## src/design/rv_pipe_pkg.sv

```systemverilog
// RV pipeline shared types
`default_nettype none

package rv_pipe_pkg;

    localparam int XLEN    = 32;
    // Word address width of the program load port
    localparam int PROG_AW = 12;

    // Major opcodes of the supported subset
    typedef enum logic [6:0] {
        OPCODE_RTYPE  = 7'b0110011,
        OPCODE_ITYPE  = 7'b0010011,
        OPCODE_LOAD   = 7'b0000011,
        OPCODE_STORE  = 7'b0100011,
        OPCODE_BRANCH = 7'b1100011,
        OPCODE_JAL    = 7'b1101111
    } opcode_e;

    typedef enum logic [1:0] {
        ALU_ADD,
        ALU_SUB,
        ALU_PASS
    } alu_op_e;

    // EX operand source, 2'b11 is reserved
    typedef enum logic [1:0] {
        FWD_NONE = 2'b00,
        FWD_MEM  = 2'b01,
        FWD_WB   = 2'b10
    } fwd_sel_e;

    // ------------------------------------------------------------------------
    // Port and stage records
    // ------------------------------------------------------------------------

    typedef struct packed {
        logic               valid;
        logic [PROG_AW-1:0] addr;
        logic [XLEN-1:0]    insn;
    } prog_wr_t;

    typedef struct packed {
        logic            valid;
        logic [XLEN-1:0] pc;
        logic [XLEN-1:0] insn;
    } ifid_t;

    typedef struct packed {
        logic            valid;
        logic [XLEN-1:0] pc;
        logic [4:0]      rs1;
        logic [4:0]      rs2;
        logic [4:0]      rd;
        logic [XLEN-1:0] rs1_val;
        logic [XLEN-1:0] rs2_val;
        logic [XLEN-1:0] imm;
        alu_op_e         alu_op;
        logic            regwren;
        logic            memren;
        logic            memwren;
        logic            is_branch;
        logic            is_jump;
        opcode_e         opcode;
    } idex_t;

    typedef struct packed {
        logic            valid;
        logic [XLEN-1:0] pc;
        logic [4:0]      rd;
        logic [4:0]      rs2;
        logic [XLEN-1:0] alu_res;
        logic [XLEN-1:0] store_data;
        logic            regwren;
        logic            memren;
        logic            memwren;
    } exmem_t;

    typedef struct packed {
        logic            valid;
        logic [XLEN-1:0] pc;
        logic [4:0]      rd;
        logic            regwren;
        logic            memren;
        logic [XLEN-1:0] alu_res;
        logic [XLEN-1:0] load_data;
    } memwb_t;

    typedef struct packed {
        logic            wen;
        logic [4:0]      rd;
        logic [XLEN-1:0] data;
    } rf_wr_t;

    // One record per completed instruction
    typedef struct packed {
        logic            valid;
        logic [XLEN-1:0] pc;
        logic [4:0]      rd;
        logic            regwren;
        logic [XLEN-1:0] value;
    } retire_t;

endpackage

`default_nettype wire

```

## src/design/exec_mem_stage.sv

```systemverilog
// Execute and memory stages
`timescale 1ns/10ps
`default_nettype none

module exec_mem_stage import rv_pipe_pkg::*; #(
    parameter int DMEM_DEPTH = 64
) (
    input  logic            clk,
    input  logic            rst,
    input  idex_t           idex,
    input  fwd_sel_e        rs1_sel,
    input  fwd_sel_e        rs2_sel,
    input  logic            wm_fwd_sel,
    input  logic [XLEN-1:0] wb_data,
    output logic            e_br_taken,
    output logic            redirect_valid,
    output logic [XLEN-1:0] redirect_pc,
    output exmem_t          exmem,
    output memwb_t          memwb
);

    localparam int DA_W = $clog2(DMEM_DEPTH);

    logic [XLEN-1:0] dmem [DMEM_DEPTH];
    logic [XLEN-1:0] op_a;
    logic [XLEN-1:0] op_b;
    logic [XLEN-1:0] alu_b;
    logic [XLEN-1:0] alu_res;
    logic            use_imm;
    logic [DA_W-1:0] daddr;
    logic [XLEN-1:0] store_val;
    logic [XLEN-1:0] load_val;

    // Operand source mux, reserved select falls back to ID/EX
    function automatic logic [XLEN-1:0] pick_operand(
        input fwd_sel_e        sel,
        input logic [XLEN-1:0] id_val,
        input logic [XLEN-1:0] mem_val,
        input logic [XLEN-1:0] wb_val
    );
        case (sel)
            FWD_MEM: return mem_val;
            FWD_WB:  return wb_val;
            default: return id_val;
        endcase
    endfunction

    // ------------------------------------------------------------------------
    // Execute
    // ------------------------------------------------------------------------
    assign op_a = pick_operand(rs1_sel, idex.rs1_val, exmem.alu_res, wb_data);
    assign op_b = pick_operand(rs2_sel, idex.rs2_val, exmem.alu_res, wb_data);

    assign use_imm = (idex.opcode == OPCODE_ITYPE) || (idex.opcode == OPCODE_LOAD) ||
                     (idex.opcode == OPCODE_STORE);

    // JAL feeds its link address as the second operand
    assign alu_b = idex.is_jump ? (idex.pc + 32'd4) : (use_imm ? idex.imm : op_b);

    always_comb begin
        case (idex.alu_op)
            ALU_SUB:  alu_res = op_a - alu_b;
            ALU_PASS: alu_res = alu_b;
            default:  alu_res = op_a + alu_b;
        endcase
    end

    // BEQ subtracts, equal operands leave a zero result
    assign e_br_taken     = idex.valid && idex.is_branch && (alu_res == '0);
    assign redirect_valid = e_br_taken || (idex.valid && idex.is_jump);
    assign redirect_pc    = idex.pc + idex.imm;

    // EX/MEM register
    always_ff @(posedge clk) begin
        if (rst) begin
            exmem <= '0;
        end else begin
            exmem.valid      <= idex.valid;
            exmem.pc         <= idex.pc;
            exmem.rd         <= idex.rd;
            exmem.rs2        <= idex.rs2;
            exmem.alu_res    <= alu_res;
            exmem.store_data <= op_b;
            exmem.regwren    <= idex.regwren;
            exmem.memren     <= idex.memren;
            exmem.memwren    <= idex.memwren;
        end
    end

    // ------------------------------------------------------------------------
    // Memory
    // ------------------------------------------------------------------------
    assign daddr = exmem.alu_res[DA_W+1:2];

    // Store data may come from the load or ALU op now in WB
    assign store_val = wm_fwd_sel ? wb_data : exmem.store_data;

    always_ff @(posedge clk) begin
        if (exmem.valid && exmem.memwren) begin
            dmem[daddr] <= store_val;
        end
    end

    assign load_val = dmem[daddr];

    // MEM/WB register
    always_ff @(posedge clk) begin
        if (rst) begin
            memwb <= '0;
        end else begin
            memwb.valid     <= exmem.valid;
            memwb.pc        <= exmem.pc;
            memwb.rd        <= exmem.rd;
            memwb.regwren   <= exmem.regwren;
            memwb.memren    <= exmem.memren;
            memwb.alu_res   <= exmem.alu_res;
            memwb.load_data <= load_val;
        end
    end

endmodule

`default_nettype wire

```

## config.mk

```make
export PLATFORM = sky130hd
export DESIGN_NAME = exec_mem_stage
export DESIGN_NICKNAME = d
export VERILOG_FILES = /design/src/design/rv_pipe_pkg.sv /design/src/design/exec_mem_stage.sv
export SDC_FILE = /design/constraint.sdc
export NUM_CORES = 2
export LEC_CHECK = 0
export ABC_CLOCK_PERIOD_IN_PS = 21000
export BUFFER_PORTS_ARGS = -buffer_cell sky130_fd_sc_hd__buf_2
export CORE_UTILIZATION = 65
export CTS_CLUSTER_DIAMETER = 200
export DETAILED_ROUTE_END_ITERATION = 8
export MAX_ROUTING_LAYER = met4
export PLACE_DENSITY = 0.84
export REMOVE_ABC_BUFFERS = 1
export SYNTH_ARGS = -nofsm -noshare
export SYNTH_HDL_FRONTEND = slang
export SYNTH_SLANG_ARGS = --single-unit
```

## constraint.sdc

```tcl
create_clock -name clk -period 21 [get_ports clk]
set_clock_uncertainty 0.05 [all_clocks]
set_input_delay 4.2 -clock clk [delete_from_list [all_inputs] [get_ports clk]]
set_output_delay 4.2 -clock clk [all_outputs]
set_load 0.1 [all_outputs]
```

# After elaboration in Yosys (flattened, before gate mapping)
# Memories as Yosys holds them, arrays and structs flattened. A register that Yosys moved wholly into a read port is not among the register bits.
# Index checks and enable logic that the tools add are counted.
[word_totals] ramBits=2048 n_memories=1 out_inout_bits=248 elab_cells=45 register_bits=182 input_bits=197
[memory_table] memory="dmem" depth=64 width=32 read_ports=1 rd_ports_with_merged_regs=1 write_ports=1 line="exec_mem_stage.sv:24" rtl="logic [XLEN-1:0] dmem [DMEM_DEPTH];"
[op_classes] reduce_logical=8 n_addsub=4 n_mux=8 eq_ne=9
[op_table] op="$pmux W32 S2" count=3
[op_table] op="$mux W32" count=3
[op_table] op="$add A32 B32 Y32" count=2
[op_table] op="$add A32 B3 Y32 const B" count=1
[op_table] op="$logic_not A32 Y1" count=1
[op_table] op="$sub A32 B32 Y32" count=1
[op_table] op="$eq A7 B2 Y1 const B" count=1
[op_table] op="$eq A7 B5 Y1 const B" count=1
[op_table] op="$eq A7 B6 Y1 const B" count=1
[op_table] op="$eq A2 B1 Y1 const B" count=3
[op_table] op="$eq A2 B2 Y1 const B" count=3
[op_table] op="$logic_and A1 B1 Y1" count=4
[op_table] op="$logic_or A1 B1 Y1" count=3
[op_table] op="$mux W1" count=2

# Longest topological paths before layout
[depth] depth_word=10 mapped_depth=31 mapped_depth_nobuf=26

# Worst setup path after synthesis
# No wires, ideal clock.
[synth_path] path_type="input to output" from="input port rs2_sel[0]" to="output port e_br_taken" t_arrival_ns=11.123 setup_slack_ns=5.627 path_stages=27 t_required_ns=16.750 path_buffers=4 cell_sequence="inv_1 > ha_1 > buf_2 > buf_4 > buf_2 > a221o_1 > o21ai_0 > o211ai_1 > o21ai_1 > ha_1 > nand2_1 > or3_1 > nor2_1 > a31oi_1 > xor2_1 > ha_1 > clkbuf_1 > nand2_1 > o211a_1 > o31ai_1 > o21a_1 > a21oi_1 > a221o_1 > a2111o_1 > a21oi_1 > nand4_1 > nor3_1"
[synth_via] elab_chain_cells=8 elab_cells_between_ends=10 classes_between="2 x add/sub; 2 x eq/ne; 4 x mux; 2 x reduce/logical"
[synth_rtl] item="from (decl)" line="exec_mem_stage.sv:12" rtl="input fwd_sel_e rs2_sel,"
[synth_rtl] item="$eq A2 B2 Y1 / $eq A2 B1 Y1 (equally long branches)" line="exec_mem_stage.sv:41" rtl="case (sel)"
[synth_rtl] item="$pmux W32 S2 *" line="exec_mem_stage.sv:41"
[synth_rtl] item="$mux W32 * (2 in a row)" line="exec_mem_stage.sv:58" rtl="assign alu_b = idex.is_jump ? (idex.pc + 32'd4) : (use_imm ? idex.imm : op_b);"
[synth_rtl] item="$add A32 B32 Y32 / $sub A32 B32 Y32 (equally long branches)" line="exec_mem_stage.sv:64, exec_mem_stage.sv:62"
[synth_rtl] item="$pmux W32 S2 *" line="exec_mem_stage.sv:61" rtl="case (idex.alu_op)"
[synth_rtl] item="$logic_not A32 Y1 *" line="exec_mem_stage.sv:69" rtl="assign e_br_taken = idex.valid && idex.is_branch && (alu_res == '0);"
[synth_rtl] item="$logic_and A1 B1 Y1 *" line="exec_mem_stage.sv:69"
[synth_rtl] item="to (decl)" line="exec_mem_stage.sv:15" rtl="output logic e_br_taken,"
# Every way passes the cells marked *; elsewhere a longest branch is shown, timed or not.

# Worst setup path after layout
[layout_path] from="input port rs2_sel[0]" to="output port redirect_valid"
[layout_via] elab_chain_cells=9 elab_cells_between_ends=11 classes_between="2 x add/sub; 2 x eq/ne; 4 x mux; 3 x reduce/logical"
[layout_rtl] item="$eq A2 B2 Y1 / $eq A2 B1 Y1 (equally long branches)" line="exec_mem_stage.sv:41"
[layout_rtl] item="$pmux W32 S2 *" line="exec_mem_stage.sv:41"
[layout_rtl] item="$mux W32 * (2 in a row)" line="exec_mem_stage.sv:58"
[layout_rtl] item="$add A32 B32 Y32 / $sub A32 B32 Y32 (equally long branches)" line="exec_mem_stage.sv:64, exec_mem_stage.sv:62"
[layout_rtl] item="$pmux W32 S2 *" line="exec_mem_stage.sv:61"
[layout_rtl] item="$logic_not A32 Y1 *" line="exec_mem_stage.sv:69"
[layout_rtl] item="$logic_and A1 B1 Y1 *" line="exec_mem_stage.sv:69"
[layout_rtl] item="$logic_or A1 B1 Y1 *" line="exec_mem_stage.sv:70" rtl="assign redirect_valid = e_br_taken || (idex.valid && idex.is_jump);"
[layout_rtl] item="to (decl)" line="exec_mem_stage.sv:16" rtl="output logic redirect_valid,"
# Marked as above.

==> flow_summary.ini <==
[power_and_ir_drop]
power_frac_comb = 0.220
powerDensity_nw_per_um2 = 115.8
power.net_switching_mw = 3.638
clkPwrFrac = 0.329
p_seq_frac = 0.451
p_sw_frac = 0.3211
power.leakage_nw = 31.70
ir_drop_uv = 90.14
p_int_mw = 7.691

[worst_setup_path]
endpoint_kind = output pin
cp-start-kind = primary input
worstPathArrival_ns = 12.28
worstPathRequired_ns = 16.75
crit_fanout = 36
setup.worst_path.class = primary input to output pin

[global_routing]
gr-total-overflow = 0
antenna_found_initial = 33
grt_pass1_wl_mm = 395.1
grt_usage = 0.4264
grt_max_degree = 126
first_global_vias = 55870

[placed_design]
hpwl_mm = 156.3
dp_worst_setup_slack_ns = 4.821
gp_congestion = 0.9890
place_inst = 7306
io_buffers = 439

[layout]
ff_latch_area_sq_um = 65780
multi_input_area_sq_um = 19600
fill_cells = 7094
layout_common_cells = edfxtp_1 (2,048), a22oi_1 (548), buf_2 (438)
area_delta_synth_final_pct = 13.30
layout-drive-gt1-share = 0.1723
final_common_cell = edfxtp_1
fin_nets = 6034
final_cells = 7730

[clock_network]
cts_tree = done
clk_latency_ns = 0.85
path_clk_slew_ns = 0.06
clock_sinks = 2262
hold_buffers = 0
cts_inserted_buffers = 207
ctsHtreeMaxLevel = 4
clockBufferDepth = 3
ctsResizeCount = 0
root_buffer = clkbuf_16
post_cts_buffers = 0

[timing]
hold_viol_final = 0
finalCritPeriodShare = 0.7871
rsz0062_at_grt = no
tightest_slew_ns = 1.420
drv_slew = 0
relSlewSlack = 0.05322
fmax_ghz = 0.06050
finalSetupTns_ns = 0
period_minus_slack_ns = 16.53
finalWorstSetupSlack_ns = 4.470
setup_violations = 0

[routing]
via_per_inst = 7.534
ant_nets = 0
first_pass_iters = 7
post_drt_wl_per_cell_um = 36.50
initialDrtViolationCount = 11310
drc = 0
routed_wl_mm = 282.2
vias = 58240

[synthesis]
synthArstFlopShare = 0
syn-cell-area_sq_um = 86330
yosysUniqueCellTypes = 88
yosysTopAreaCell = edfxtp_1
synth_area_leaders = edfxtp_1 (71%), dfxtp_1 (5.0%), a22oi_1 (4.8%)
ys_seq_elements = 2262
synth_top_area_frac = 0.7124
synth-seq-area-share = 0.7620
synth_edf_count = 2048
synth_top_flop_cell = edfxtp_1
netlist_instances = 5324
syn_avg_cell_area_sq_um = 16.22
ys_warn_count = 0

[flow_run]
maxCapViolations = 0

[floorplanning]
core.rowCount = 133
die-area_sq_um = 134300
coreArea_sq_um = 131600
initial_core_util = 0.6558
io_pins = 445
die_h_um = 366.4
die_w_um = 366.4

[hold_path]
hp-class = flop to flop

[outcome]
outcome = completed
power groups by stage:
| stage | Combinational (mW) | Sequential, mW | Clock (mW) |
|---|---|---|---|
| floorplan | 1.28 | 5.67 | 0 |
| finish | 2.50 | 5.10 | 3.73 |
| CTS | 2.41 | 5.10 | 3.70 |
| detailed placement | 2.38 | 5.20 | 0 |
| global placement | 2.34 | 5.19 | 0 |
| global route | 2.54 | 5.11 | 3.87 |
kinds of logic after synthesis:
| logic type | count (synthesis) | synth area share |
|---|---|---|
| buffers and inverters | 388 | 0.01736 |
| XOR/XNOR | 96 | 0.009740 |
| flip-flops | 2262 | 0.7620 |
| AND/OR/NAND/NOR | 692 | 0.04222 |
| AO/OA/AOI/OAI | 1765 | 0.1518 |
| adder cells (fa/ha/maj) | 77 | 0.01133 |
| multiplexers | 44 | 0.005580 |
registers in the layout, indices dropped and copies added (netlist names):
register	count
exmem	110
dmem	2048
memwb	104
layer usage:
metal	part of all wire	track usage	vias to the layer above
met1	0.32	0.5332	27990
met4	0.074	0.2644	0
li1	-	-	22830
met5	0	-	-
met3	0.16	0.1286	1245
met2	0.44	0.6140	6174
area by class of cell:
cell class                      instances  share of cell area
Antenna cell                           36           0.0009210
Clock buffer                          259             0.05634
Clock inverter                        129             0.01146
Inverter                               31            0.001190
Multi-Input combinational cell       2674              0.2004
Sequential cell                      2262              0.6726
Tap cell                             1755             0.02245
Timing Repair Buffer                  584             0.03472
Yosys cell counts, drive strengths merged (13+ instances only):
master and n:
a21o 26, a21oi 130, a221o 31, a221oi 258
a22o 256, a22oi 548, a31oi 273, and3 13
buf 79, clkbuf 278, dfxtp 214, edfxtp 2048
ha 75, inv 31, mux2 33, nand2 124
nand3 39, nand4 18, nor2 187, nor2b 135
nor3 27, nor4 81, o211ai 14, o21a 19
o21ai 124, o31ai 15, xnor2 52, xor2 44
critical path, cell delays in order:
cell	delay, ns
buf_2	0.09
inv_1	0.04
ha_1	0.26
buf_4	0.45
inv_2	0.46
o21ai_0	0.69
o211ai_1	0.15
a21boi_0	0.23
nand3b_1	0.35
or3_1	0.46
nor2_1	0.46
a31oi_1	0.17
xor2_1	0.22
ha_1	0.52
nand2_1	0.17
o211a_1	0.26
o31ai_1	0.65
o21a_1	0.21
a21oi_1	0.04
a221o_1	0.40
a2111o_1	0.37
a21oi_1	0.21
nand4_1	0.20
o31ai_2	0.41
buf_2	0.51
through the flow:
stage          instance area, sq um  total power, mW    util  hold WS, ns
6_report                      97810            11.33  0.7431       0.4092
5_1_grt                       97800            11.53  0.7430       0.4174
2_1_floorplan                 84950            6.957       -       0.6067
3_5_place_dp                  91090            7.574  0.6920       0.4012
3_3_place_gp                  91090            7.530  0.6920       0.3941
4_1_cts                       97720            11.22  0.7424       0.4074
final timing paths:
kind,cells past startpoint,slack (ns),from,endpoint
max,25,4.47,rs2_sel[0],redirect_valid
min,1,0.41,exmem[75],memwb[69]
max reg2reg,21,14.36,exmem[40],exmem[66]
min reg2reg,1,0.41,exmem[75],memwb[69]
Note: power is estimated with default switching activity, not from simulation.
